--- config.mk ---
export PLATFORM = sky130hd
export DESIGN_NAME = dcache_line_xfer
export DESIGN_NICKNAME = d
export VERILOG_FILES = /design/src/verilog/dcache_pkg.sv /design/src/verilog/dcache_line_xfer.sv
export VERILOG_INCLUDE_DIRS = /design/src /design/src/verilog
export SDC_FILE = /design/constraint.sdc
export NUM_CORES = 1
export LEC_CHECK = 0
export BUFFER_PORTS_ARGS = -buffer_cell sky130_fd_sc_hd__buf_2
export CORE_AREA = 2 2 228 230
export CTS_CLUSTER_SIZE = 25
export DETAILED_ROUTE_END_ITERATION = 12
export DIE_AREA = 0 0 230 232
export PLACE_DENSITY_LB_ADDON = 0.1
export SLEW_MARGIN = 20
export SYNTH_ARGS = -nofsm -noshare
export SYNTH_HDL_FRONTEND = slang
export SYNTH_SLANG_ARGS = --single-unit
--- constraint.sdc ---
create_clock -name clk -period 6.4 [get_ports clk]
set_clock_uncertainty 0.1 [all_clocks]
set_input_delay 1.28 -clock clk [delete_from_list [all_inputs] [get_ports clk]]
set_output_delay 1.28 -clock clk [all_outputs]
set_load 0.1 [all_outputs]
--- src/verilog/dcache_macros.svh ---
`ifndef DCACHE_MACROS_SVH
`define DCACHE_MACROS_SVH

// cache geometry
`define DC_SETS       8
`define DC_WAYS       4

// one word per memory beat
`define DC_WORD_W     32
`define DC_LINE_WORDS 8

// tag is what is left of a 32-bit address above set and offset
`define DC_TAG_W      24

// every memory transfer moves one whole line
`define DC_BURST_LEN  8

`endif

--- src/verilog/dcache_pkg.sv ---
`default_nettype none

`include "dcache_macros.svh"

package dcache_pkg;

	typedef logic [`DC_WORD_W-1:0]                word_t;
	typedef logic [31:0]                          addr_t;
	typedef logic [`DC_WORD_W/8-1:0]              strb_t;
	typedef logic [`DC_TAG_W-1:0]                 tag_t;
	typedef logic [$clog2(`DC_SETS)-1:0]          set_t;
	typedef logic [$clog2(`DC_LINE_WORDS)-1:0]    word_sel_t;
	// one-hot, bit i selects way i
	typedef logic [`DC_WAYS-1:0]                  way_t;
	// tree bits: [0] picks the pair, [1] inside ways 0/1, [2] inside ways 2/3
	typedef logic [`DC_WAYS-2:0]                  plru_t;
	// word 0 sits in the low bits
	typedef logic [`DC_LINE_WORDS*`DC_WORD_W-1:0] line_t;

	typedef struct packed {
		logic  wr;
		addr_t addr;
		word_t wdata;
		strb_t wstrb;
	} cpu_req_t;

	typedef struct packed {
		word_t data;
		logic  last;
	} mem_beat_t;

	typedef enum logic [3:0] {
		idle, lookup, evict, wb_req, wb_data, fill_req, fill_data, refill, write, read, resp
	} cache_state_t;

endpackage

`default_nettype wire

--- src/verilog/dcache_line_xfer.sv ---
`timescale 1ns/1ps
`default_nettype none

`include "dcache_macros.svh"

module dcache_line_xfer (
	input  wire                        clk,
	input  wire                        rst,
	input  wire dcache_pkg::mem_beat_t fill_beat,
	input  wire                        fill_shift,
	input  wire                        wb_load,
	input  wire                        wb_shift,
	input  wire dcache_pkg::line_t     victim_line,
	output dcache_pkg::line_t          fill_line,
	output logic                       fill_last,
	output dcache_pkg::word_t          wb_data,
	output logic                       wb_last
);
	import dcache_pkg::*;

	line_t fill_q;
	line_t wb_q;
	// one-hot, bit k marks beat k of the write-back
	logic [`DC_BURST_LEN-1:0] beat_q;

	// new beats enter at the top, so word 0 ends at the bottom after eight
	always_ff @(posedge clk) begin
		if (fill_shift) begin
			fill_q <= {fill_beat.data, fill_q[`DC_LINE_WORDS*`DC_WORD_W-1:`DC_WORD_W]};
		end
	end

	assign fill_line = fill_q;
	assign fill_last = fill_beat.last;

	// victim leaves from the bottom, one word per accepted beat
	always_ff @(posedge clk) begin
		if (wb_load) begin
			wb_q <= victim_line;
		end else if (wb_shift) begin
			wb_q <= {{`DC_WORD_W{1'b0}}, wb_q[`DC_LINE_WORDS*`DC_WORD_W-1:`DC_WORD_W]};
		end
	end

	assign wb_data = wb_q[`DC_WORD_W-1:0];

	always_ff @(posedge clk) begin
		if (rst) begin
			beat_q <= '0;
		end else if (wb_load) begin
			beat_q <= {{(`DC_BURST_LEN-1){1'b0}}, 1'b1};
		end else if (wb_shift) begin
			beat_q <= beat_q << 1;
		end
	end

	// high while the eighth word is on the bus
	assign wb_last = beat_q[`DC_BURST_LEN-1];

endmodule

`default_nettype wire

### After elaboration in Yosys (flattened, before gate mapping)

Cells that the tools add are included.

* multiplexer cells: 4
* reduce and logical (&&, ||, !) cells: 2

Operator list (number)
* $mux W256: 2
* $mux W1: 2
* $reduce_bool A2 Y1: 1
* $reduce_or A2 Y1: 1

* bits in registers: 520
* bits of input ports: 294
* output and inout bits: 290
* logic and storage cells: 10

### Depth between registers and ports, before layout

* word-level depth: 2
* mapped depth: 5
* gate-level depth less buffers: 2

### Worst setup path after synthesis

OpenSTA, ideal clock, no wires.

* kind: input -> register
* from: input wb_shift
* to: register wb_q[0] (enable)
* setup time: 0.511 ns
* arrival time: 4.815 ns
* data required time: 5.789 ns
* setup slack: 0.974 ns
* stages on the path: 2
* buffers on the path: 1
* cells stage by stage: clkbuf_1 or2_2

* cells in the longest elaborated chain, start to end: 1

RTL lines
* start, declared: RTL line dcache_line_xfer.sv:12 `input wire wb_shift,`
* $reduce_bool A2 Y1 (no line)
* end signal, assigned: RTL line dcache_line_xfer.sv:39 `wb_q <= victim_line;`
* end signal, assigned: RTL line dcache_line_xfer.sv:41 `` wb_q <= {{`DC_WORD_W{1'b0}}, wb_q[`DC_LINE_WORDS*`DC_WORD_W-1:`DC_WORD_W]}; ``
* end, declared: RTL line dcache_line_xfer.sv:22 `line_t wb_q;`

No other way between the ends.
A chain may end at the register's enable or synchronous reset.

### Worst setup path after layout

* from: input wb_load
* to: register wb_q[6] (data pin)

* cells in the longest elaborated chain, start to end: 1

RTL lines
* start, declared: RTL line dcache_line_xfer.sv:11 `input wire wb_load,`
* $mux W256: RTL line dcache_line_xfer.sv:38 `if (wb_load) begin`

No other way between the ends.

==> results.md <==
| Item | This run |
|:---|:---|
| Fmax achieved | 329.5 MHz |
| Total clock buffers created by CTS | 56 |
| Wire length of the first global-routing pass | 61890 µm |
| Count of cells resized by post-cts repair | 0 |
| EDFF count, synth | 512 |
| Total Routed Length | 43460 µm |
| Leakage power | 10.17 nW |
| Initial DRC Count | 579 |
| CTS Root Buffer Type | sky130_fd_sc_hd__clkbuf_16 |
| Arrival time of data at the critical path endpoint | 3.26 ns |
| Core area | 50890 µm² |
| Post-detailed-route wirelength per cell | 19.98 µm |
| Total grt overflow | 0 |
| Die Ht | 232 µm |
| Run status | finished, final reports clean |
| R2r worst-path depth | 1 |
| TritonCTS clock tree | yes |
| Maximum root-to-sink buffer count | 3 |
| Vias after detailed routing | 9474 |
| Worst Hold Depth | 0 |
| Tightest Pin Transition | 1.076 ns |
| Postcts setup bufs | 0 |
| Detailed-router iteration count before antenna repair | 6 |
| Critical path class | in2reg |
| FF-to-FF setup slack | 5.34 ns |
| Overall global routing resource usage | 15.69% |
| Clock-pin slew on the worst setup and hold paths | 0.05 ns |
| Area of the mapped netlist | 19660 µm² |
| Initial antenna violation count | 31 |
| Synthesis-stage register bit count | 520 |
| Total setup violations reported at the end of the flow | 0 |
| Most repeated cell in the gate-level netlist after synthesis | sky130_fd_sc_hd__edfxtp_1 |
| Final HPWL DP | 31140 µm |
| IR drop worst, VDD | 256.5 µV |
| Power per cell area | 347.0 nW/µm² |
| Net count after synthesis | 1153 |
| Required arrival time at the worst endpoint | 6.63 ns |
| Clock latency on the worst-skew pair | 0.59 ns |
| Maximum capacitance violations | 0 |
| Cell type with the largest total area after synthesis | sky130_fd_sc_hd__edfxtp_1 |
| Final weighted congestion in routability-driven placement | 0.8196 |
| Endpoint, Worst Hold | fill_line[88] |
| FFs w/ async S/R, synth | 0% |
| Filler instances | 4446 |
| Period utilisation layout | 47.42% |
| Pin count of the biggest net entering global routing | 187 |
| Area used by multi-input combinational logic | 3543 µm² |
| Post-synthesis cell type count | 17 |
| Top cell types by occurrence after synthesis | sky130_fd_sc_hd__edfxtp_1 (512), sky130_fd_sc_hd__mux2_4 (186), sky130_fd_sc_hd__mux2_2 (38) |
| Post-DR vias/cell | 4.356 |
| Standard-cell rows | 83 |
| Top-level port count | 584 |
| Synth-to-Final Area Change | 25.19% |
| Path class of the lowest-slack min-delay path | reg2reg |
| Horizontal die dimension | 230 µm |
| Pre-CTS WS | 2.699 ns |
| Syn Area/Cell | 22.89 µm² |
| Max-slew headroom | 28.26% |
| Worst flop-to-flop path endpoint | wb_q[89] |
| Final count of pins violating max slew | 0 |
| Share of the synthesized area in the top cell type | 78.19% |
| Total negative slack for setup checks | 0 ns |
| Clk sinks | 520 |
| Hold wc startpoint | fill_line[120] |
| Area contributors post-synth | sky130_fd_sc_hd__edfxtp_1 (78%), sky130_fd_sc_hd__mux2_4 (14%), sky130_fd_sc_hd__mux2_2 (2.2%), sky130_fd_sc_hd__buf_4 (1.3%), sky130_fd_sc_hd__and2_1 (1.0%) |
| Post-route setup slack | 3.365 ns |
| Layout cells sized above 1 | 59.57% |
| Reg2reg start | wb_q[121] |
| RSZ-0062 raised after global routing | no |
| Net total in the final layout | 1734 |
| Cell count after synthesis | 859 |
| Hold buffer count at CTS | 0 |
| Via count of the first global-routing pass | 9760 |
| Time the final worst path needs with I/O delays and setup | 3.035 ns |
| Type of element capturing the critical path | register |
| CP Launch Type | input port |
| Number of endpoints with negative hold slack in the final report | 0 |
| Yosys warns | 0 |
| Number of antenna-violating nets in the routed design | 0 |
| Port Buffers | 581 |
| Initial cell density of the core | 38.64% |
| Sequential-to-total area share from yosys stat | 79.01% |
| Leading register cell type out of synthesis | sky130_fd_sc_hd__edfxtp_1 |
| Critical Path Fanout Max | 91 |
| Die Footprint | 53360 µm² |
| DRC violation count after routing | 0 |
| Reg area | 15530 µm² |
| H-tree levels | 2 |
## cell type report
cell class / count / share of cell area [%]
Timing Repair Buffer: 587 / 12.23
Clock buffer: 74 / 6.054
Sequential cell: 520 / 63.11
Tap cell: 680 / 3.456
Antenna cell: 11 / 0.1118
Multi-Input combinational cell: 274 / 14.39
Inverter: 1 / 0.01525
Clock inverter: 28 / 0.6303
## state kept, by name (all words and copies together), names as in the netlist
register / cells
beat_q: 8
fill_line: 256
wb_q: 256
## metal layers
layer  wire (µm)  part of all wire [%]  GRT usage [%]
met5         192                  0.44              0
met4        1015                   2.3          5.262
met1       16190                    37          17.38
met3        3940                   9.1          6.557
met2       22120                    51          27.23
## cell usage in the layout, fill, tap and decap left out
cell type	netlist	layout
sky130_fd_sc_hd__a21oi_1	1	1
sky130_fd_sc_hd__and2_1	32	32
sky130_fd_sc_hd__buf_12	1	3
sky130_fd_sc_hd__buf_2	3	579
sky130_fd_sc_hd__buf_4	34	3
sky130_fd_sc_hd__buf_8	10	2
sky130_fd_sc_hd__bufinv_16	0	1
sky130_fd_sc_hd__clkbuf_1	5	17
sky130_fd_sc_hd__clkbuf_16	0	57
sky130_fd_sc_hd__clkinv_1	0	14
sky130_fd_sc_hd__clkinv_2	0	11
sky130_fd_sc_hd__dfxtp_1	8	8
sky130_fd_sc_hd__diode_2	0	11
sky130_fd_sc_hd__edfxtp_1	512	512
sky130_fd_sc_hd__inv_1	1	1
sky130_fd_sc_hd__inv_6	0	2
sky130_fd_sc_hd__mux2_2	38	38
sky130_fd_sc_hd__mux2_4	186	186
sky130_fd_sc_hd__mux2i_1	7	7
sky130_fd_sc_hd__nand2b_1	1	1
sky130_fd_sc_hd__nor2_1	7	7
sky130_fd_sc_hd__or2_2	2	1
sky130_fd_sc_hd__or2_4	0	1
## how the worst max path moves through the flow
stage | from | to | depth (start not counted)
6_report | wb_load | wb_q[6] | 3
5_1_grt | wb_load | wb_q[6] | 3
4_1_cts | wb_load | wb_q[6] | 3
3_5_place_dp | wb_load | wb_q[6] | 3
3_3_place_gp | wb_load | wb_q[6] | 3
2_1_floorplan | wb_shift | wb_q[0] | 2
## where the power goes
part	internal [mW]	switching, mW	total (mW)
Clock	1.66	1.26	2.93
Combinational	0.348	1.09	1.44
Sequential	4.08	0.0961	4.18
## critical path: stages
cell and delay, ns:
sky130_fd_sc_hd__buf_8 0.58, sky130_fd_sc_hd__buf_4 0.86, sky130_fd_sc_hd__mux2_2 0.42
## logic make-up after synthesis
logic type / after synthesis / share of synthesized area (%)
flip-flops: 520 / 79.01
multiplexers: 231 / 16.74
buffers and inverters: 65 / 2.984
AND/OR/NAND/NOR: 42 / 1.247
AO/OA/AOI/OAI: 1 / 0.02543
## through the flow
step,hold WS [ns],power (mW),util [%],cell area [µm²],cells
4_1_cts,0.3386,8.667,48.32,24590,2164
5_1_grt,0.3471,8.844,48.36,24610,2171
2_1_floorplan,0.3440,5.431,-,19660,859
3_3_place_gp,0.3250,5.686,45.09,22940,2062
6_report,0.3389,8.541,48.37,24620,2175
3_5_place_dp,0.3256,5.700,45.09,22940,2062
(Power assumes the default switching activity.)
