`src/verilog/dcache_macros.svh`:
```
`ifndef DCACHE_MACROS_SVH
`define DCACHE_MACROS_SVH

// cache geometry
`define DC_SETS       8
`define DC_WAYS       4

// one word per memory beat
`define DC_WORD_W     32
`define DC_LINE_WORDS 8

// tag is what is left of a 32-bit address above set and offset
`define DC_TAG_W      24

// every memory transfer moves one whole line
`define DC_BURST_LEN  8

`endif

```
`src/verilog/dcache_pkg.sv`:
```
`default_nettype none

`include "dcache_macros.svh"

package dcache_pkg;

	typedef logic [`DC_WORD_W-1:0]                word_t;
	typedef logic [31:0]                          addr_t;
	typedef logic [`DC_WORD_W/8-1:0]              strb_t;
	typedef logic [`DC_TAG_W-1:0]                 tag_t;
	typedef logic [$clog2(`DC_SETS)-1:0]          set_t;
	typedef logic [$clog2(`DC_LINE_WORDS)-1:0]    word_sel_t;
	// one-hot, bit i selects way i
	typedef logic [`DC_WAYS-1:0]                  way_t;
	// tree bits: [0] picks the pair, [1] inside ways 0/1, [2] inside ways 2/3
	typedef logic [`DC_WAYS-2:0]                  plru_t;
	// word 0 sits in the low bits
	typedef logic [`DC_LINE_WORDS*`DC_WORD_W-1:0] line_t;

	typedef struct packed {
		logic  wr;
		addr_t addr;
		word_t wdata;
		strb_t wstrb;
	} cpu_req_t;

	typedef struct packed {
		word_t data;
		logic  last;
	} mem_beat_t;

	typedef enum logic [3:0] {
		idle, lookup, evict, wb_req, wb_data, fill_req, fill_data, refill, write, read, resp
	} cache_state_t;

endpackage

`default_nettype wire

```
`src/verilog/dcache_ctrl.sv`:
```
`timescale 1ns/1ps
`default_nettype none

module dcache_ctrl (
	input  wire                       clk,
	input  wire                       rst,
	input  wire                       req_valid,
	input  wire dcache_pkg::cpu_req_t req,
	input  wire                       rsp_ready,
	input  wire                       fill_req_ready,
	input  wire                       fill_rsp_valid,
	input  wire                       fill_last,
	input  wire                       wb_req_ready,
	input  wire                       wb_data_ready,
	input  wire                       wb_last,
	input  wire                       hit,
	input  wire                       victim_dirty,
	output logic                      req_ready,
	output logic                      rsp_valid,
	output logic                      fill_req_valid,
	output logic                      fill_rsp_ready,
	output logic                      wb_req_valid,
	output logic                      wb_data_valid,
	output dcache_pkg::cpu_req_t      cur_req,
	output logic                      lookup_en,
	output logic                      evict_en,
	output logic                      refill_en,
	output logic                      write_en,
	output logic                      touch_en,
	output logic                      wb_load,
	output logic                      wb_shift,
	output logic                      fill_shift
);
	import dcache_pkg::*;

	cache_state_t state_q;
	cache_state_t state_d;

	always_ff @(posedge clk) begin
		if (rst) begin
			state_q <= idle;
		end else begin
			state_q <= state_d;
		end
	end

	// request is held for the whole miss sequence
	always_ff @(posedge clk) begin
		if (req_valid && req_ready) begin
			cur_req <= req;
		end
	end

	always_comb begin
		state_d = state_q;
		unique case (state_q)
			idle:      if (req_valid) state_d = lookup;
			// hit goes straight to the array, miss starts replacement
			lookup: begin
				if (!hit) begin
					state_d = evict;
				end else if (cur_req.wr) begin
					state_d = write;
				end else begin
					state_d = read;
				end
			end
			// clean victim skips the write-back burst
			evict:     state_d = victim_dirty ? wb_req : fill_req;
			wb_req:    if (wb_req_ready) state_d = wb_data;
			wb_data:   if (wb_data_ready && wb_last) state_d = fill_req;
			fill_req:  if (fill_req_ready) state_d = fill_data;
			fill_data: if (fill_rsp_valid && fill_last) state_d = refill;
			// write-allocate merges the cpu word into the new line
			refill:    state_d = cur_req.wr ? write : resp;
			write:     state_d = idle;
			read:      state_d = resp;
			resp:      if (rsp_ready) state_d = idle;
			default:   state_d = idle;
		endcase
	end

	// handshakes are pure state decodes
	assign req_ready      = (state_q == idle);
	assign rsp_valid      = (state_q == resp);
	assign fill_req_valid = (state_q == fill_req);
	assign fill_rsp_ready = (state_q == fill_data);
	assign wb_req_valid   = (state_q == wb_req);
	assign wb_data_valid  = (state_q == wb_data);

	// store strobes
	assign lookup_en = (state_q == lookup);
	assign evict_en  = (state_q == evict);
	assign refill_en = (state_q == refill);
	assign write_en  = (state_q == write);
	// a read counts as used only once the cpu takes the data
	assign touch_en  = (state_q == write) || (state_q == resp && rsp_ready);

	// victim line is stable in wb_req, so reload it every cycle there
	assign wb_load    = (state_q == wb_req);
	assign wb_shift   = (state_q == wb_data) && wb_data_ready;
	assign fill_shift = (state_q == fill_data) && fill_rsp_valid;

endmodule

`default_nettype wire

```
`config.mk`:
```
export PLATFORM = sky130hd
export DESIGN_NAME = dcache_ctrl
export DESIGN_NICKNAME = d
export VERILOG_FILES = /design/src/verilog/dcache_pkg.sv /design/src/verilog/dcache_ctrl.sv
export VERILOG_INCLUDE_DIRS = /design/src /design/src/verilog
export SDC_FILE = /design/constraint.sdc
export NUM_CORES = 1
export LEC_CHECK = 0
export BUFFER_PORTS_ARGS = -buffer_cell sky130_fd_sc_hd__buf_2
export CELL_PAD_IN_SITES_DETAIL_PLACEMENT = 1
export CELL_PAD_IN_SITES_GLOBAL_PLACEMENT = 2
export CORE_MARGIN = 1.5
export CORE_UTILIZATION = 24
export DETAILED_ROUTE_END_ITERATION = 6
export GPL_TIMING_DRIVEN = 0
export PLACE_DENSITY = 0.81
export REMOVE_ABC_BUFFERS = 1
export SETUP_SLACK_MARGIN = 0.05
export SYNTH_ARGS = -nofsm -noshare
export SYNTH_HDL_FRONTEND = slang
export SYNTH_SLANG_ARGS = --single-unit
```
`constraint.sdc`:
```
create_clock -name clk -period 3 [get_ports clk]
set_input_delay 0.9 -clock clk [delete_from_list [all_inputs] [get_ports clk]]
set_output_delay 0.9 -clock clk [all_outputs]
set_load 0.01 [all_outputs]
```
Yosys cells after proc, flatten, opt, wreduce, memory -nomap -nowiden
Index checks and enable logic that the tools add are counted.
{"block": "totals", "reg_bits": 73, "latchBits": 0, "ram_bits": 0, "mem_bits_ro": 0, "inputBits": 81, "memories": 0}
{"block": "classes", "add_sub_neg": 0, "n_mul": 0, "div_mod_pow": 0, "magnitude_cmp": 0, "n_eq_ne": 16, "n_shift": 0, "mux": 11, "bitwise": 0, "n_reduce_logical": 9}
{"operator": "case mux 4 bit (10 select lines)", "n": 1}
{"operator": "two-way mux 4 bit", "n": 7}
{"operator": "equality test 4 x 3 -> 1 bit, second input constant", "n": 4}
{"operator": "equality test 4 bit, second input constant", "n": 3}
{"operator": "equality test 4 x 2 -> 1 bit, second input constant", "n": 2}
{"operator": "inequality test 2 bit, second input constant", "n": 4}
{"operator": "logical AND 1 bit", "n": 6}
{"operator": "AND reduction 6 bit", "n": 1}
{"operator": "equality test 4 x 1 -> 1 bit, second input constant", "n": 1}
{"operator": "logical NOT 4 bit", "n": 1}
{"operator": "inequality test 2 x 1 -> 1 bit, second input constant", "n": 2}
{"operator": "two-way mux 3 bit", "n": 1}
{"operator": "two-way mux 2 bit", "n": 1}
{"operator": "logical OR 1 bit", "n": 1}
{"operator": "two-way mux 1 bit", "n": 1}

Longest topological paths before layout
{"block": "logic_depth", "ltp_word": 3, "mapped_depth": 6, "mapped_depth_nobuf": 4}

Worst setup path before layout
OpenSTA, ideal clock, no wires.
{"block": "synth_timing", "kind": "register -> register", "from": "register state_q[3]", "to": "register cur_req[0] (netlist bit), enable pin", "arrival_time_ps": 2638, "slack_ps": -73, "stages_incl_launch_ff": 3, "n_path_buf": 0, "path_cell_list": "dfxtp_1 > nor4_1 > and2_1"}
{"block": "synth_between", "elab_chain_len": 2}
{"item": "from (decl)", "line_no": "dcache_ctrl.sv:36", "source": "cache_state_t state_q;"}
{"item": "from (signal assigned)", "line_no": "dcache_ctrl.sv:41", "source": "state_q <= idle;"}
{"item": "from (signal assigned)", "line_no": "dcache_ctrl.sv:43", "source": "state_q <= state_d;"}
{"item": "logical NOT 4 bit", "line_no": "dcache_ctrl.sv:84", "source": "assign req_ready = (state_q == idle);"}
{"item": "net req_ready", "line_no": "dcache_ctrl.sv:18", "source": "output logic req_ready,"}
{"item": "logical AND 1 bit", "line_no": "dcache_ctrl.sv:49", "source": "if (req_valid && req_ready) begin"}
{"item": "to (signal assigned)", "line_no": "dcache_ctrl.sv:50", "source": "cur_req <= req;"}
{"item": "to (decl)", "line_no": "dcache_ctrl.sv:24", "source": "output dcache_pkg::cpu_req_t cur_req,"}
The timed path passes the listed nets, and every way through them passes these cells.
A chain may end at the register's enable or synchronous reset.

Final worst setup path
{"block": "layout_timing", "from": "register state_q[0]", "to": "output port lookup_en"}
{"block": "layout_between", "elab_chain_len": 1}
{"item": "equality test 4 x 1 -> 1 bit", "line_no": "dcache_ctrl.sv:92", "source": "assign lookup_en = (state_q == lookup);"}
{"item": "to (decl)", "line_no": "dcache_ctrl.sv:25", "source": "output logic lookup_en,"}
Every way passes these cells.

==> impl_results.md <==
* Max Clock Freq at 389.8 MHz
* Post-cts resize count at 0
* Layout Nets at 380
* Slowest-stage cell, CP: dfxtp_1
* Yosys top cell by area: edfxtp_1
* Initial drt markers at 32
* Worst-path clk slew at 0.09 ns
* Final setup vio count at 0
* Clk root buf: clkbuf_8
* Die width at 105.8 um
* Global route hottest layer: met2
* GR met1 Demand/Resource at 12.51%
* Met3 usage at 4.020%
* Gr usage total at 11.04%
* # DRC at 0
* Avg Vias per Cell at 4.061
* Largest stage delay, worst path at 0.62 ns
* H-tree level count at 3
* Ys flop type: edfxtp_1
* Vias in the first global route at 1819
* Lkg Pwr at 1.548 nW
* Core region area at 0.01028 sq mm
* Tcrit/Tclk final at 85.52%
* Post-Synth XOR/XNOR Area at 0%
* Final hold viol count at 0
* IO Port Bufs at 163
* Most common library cells after synthesis: 69 x edfxtp_1, 6 x nand2_1
* IO Pins at 164
* Vias at 1787
* Cell variety after synth at 33
* Die area at 0.01120 sq mm
* Number of flops mapped to enable cells by yosys at 69
* Cells along the critical path: or3b_1 -> nor2_1 -> buf_2
* Fin Clk Skew at 0.008433 ns
* Met2 usage at 18.74%
* RD Place Congestion at 0.7045
* Worst slack, placed at 0.7069 ns
* Ys async rst share at 0%
* Synth Area per Inst at 19.37 sq um
* Synth Register Bits at 73
* CTS Sinks at 73
* Critical path peak fanout at 15
* Worst Path Required at 2.10 ns
* Worst Hold Class: in -> reg
* Count leader, synth: edfxtp_1
* Setup CP Type: reg -> out
* Max-slew violations at 0
* Number of routed nets with antenna violations at 0
* PD cells at 872.4 mW/mm^2
* Grt ovf at 0
* Unrepaired setup endpoints after global routing: false
* Placed cell areas at 0.003492 sq mm
* Worst EP arrival at 1.67 ns
* CTS tree: built
* Initial antenna violation count at 0
* Compound-Gate Fraction of Synth Area at 3.994%
* Mux contribution to synthesized area at 0.4438%
* Row cnt at 37
* Worst-Skew Late Latency at 0.34 ns
* Worst-Margin Slew at 0.8701 ns
* Minimum clock period at 2.566 ns
* Adder-Cell Fraction of Synth Area at 0%
* Starting Density at 24.69%
* Area growth syn-to-layout at 44.92%
* First-pass GRT wire length at 9308 um
* CP endpoint kind: primary output
* Largest net degree at the start of global routing at 70
* Status: finished clean
* Startpoint types: flip-flop
* Hpwl dp at 4768 um
* Number of CTS-inserted buffers at 9
* Post-synthesis simple-gate area fraction at 9.122%
* Setup WS post-layout at 0.4345 ns
* Slew margin rel. at 41.99%
* Layout cells sized above 1 at 61.18%
* WL per Instance at 14.37 um
* Top delay family on crit path: flip-flops
* Post-Syn Area at 0.002537 sq mm
* Max-cap violations at 0
* Final Total Pwr at 3.208 mW
* Drt total wl at 6322 um
* Longest Clk Path Bufs at 2
* IR drop worst, VDD at 325.6 uV
* CTS Hold Buffers Added at 0
* Worst Path Buf+Inv at 1
* Largest family of logic cells by synthesized area: simple AND/OR/NAND/NOR gates
* Die Height at 105.8 um
* Synthesized instance count at 131
* First-pass iteration count of the detailed router at 4
* Synth top area share at 81.66%
* Final setup TNS at 0 ns
* Diode count at 0
* Largest cells by area after synthesis: edfxtp_1 82%, dfxtp_1 3.2%, and4bb_2 0.99%
* Hold Slack at 0.7236 ns
* Post-synthesis sequential area ratio at 84.81%
* Synthesis warning total at 0
* Post-CTS setup buffers at 0
* Final instance area at 0.003677 sq mm
==> report_power, final <==
part	total, mW	internal (mW)	switching [mW]
clock network	0.712	0.314	0.398
logic	0.867	0.338	0.529
registers	1.63	1.49	0.141
total	3.21	2.14	1.07
==> logic make-up (layout without fill, tap and decap cells) <==
| family | count (synthesis) | after routing |
|---|---|---|
| compound gates | 13 | 13 |
| flops | 73 | 73 |
| buf+inv | 8 | 181 |
| mux | 1 | 1 |
| simple gates | 36 | 36 |
==> layout make-up <==
| type | count | area (sq um) |
|---|---|---|
| sequential | 73 | 2152 |
| fill | 1163 | 6600 |
| clock buffer | 9 | 123.9 |
| timing repair buffer | 163 | 815.8 |
| clock inverter | 7 | 61.31 |
| tap | 136 | 170.2 |
| inverter | 2 | 7.507 |
| multi-input combinational | 50 | 346.6 |
==> per-layer routing <==
layer / part of all wire, % / up-vias
li1: - / 849
met1: 40 / 834
met2: 50 / 99
met3: 8.9 / 5
met4: 1.4 / 0
met5: 0 / -
==> layout by cell type (no fill, tap or decap), types with 2 or more instances in the layout <==
master | synthesis | final
a22oi_1 | 2 | 2
a311oi_1 | 2 | 2
and2_1 | 3 | 2
and4bb_2 | 2 | 2
buf_2 | 0 | 163
clkbuf_8 | 0 | 9
clkinv_4 | 0 | 2
clkinvlp_4 | 0 | 2
dfxtp_1 | 4 | 4
edfxtp_1 | 69 | 69
inv_1 | 2 | 2
inv_6 | 0 | 2
nand2_1 | 6 | 6
nand2b_1 | 4 | 4
nor2_1 | 3 | 3
nor2b_1 | 4 | 4
nor3_1 | 2 | 2
nor3b_1 | 3 | 3
o21ai_0 | 2 | 2
or3b_1 | 2 | 2
==> registers in the layout, summed over array words and instances, names as in the netlist <==
register / count
state_q: 4
cur_req: 69
==> worst paths after layout <==
check / startpoint / end / slack (ns) / cells past startpoint
setup / recovery: state_q[0] / lookup_en / 0.43 / 3
hold / removal: req[63] / cur_req[63] / 0.72 / 1
setup reg to reg: state_q[3] / cur_req[32] / 0.72 / 2
hold reg to reg: cur_req[68] / state_q[0] / 0.78 / 3
==> through the flow <==
step                      util, %  std cells
after floorplan                 -        125
after global placement      33.95        424
after detailed placement    33.98        424
after CTS                   35.78        440
after global routing        35.78        440
final                       35.78        440
(Power assumes the default switching activity.)
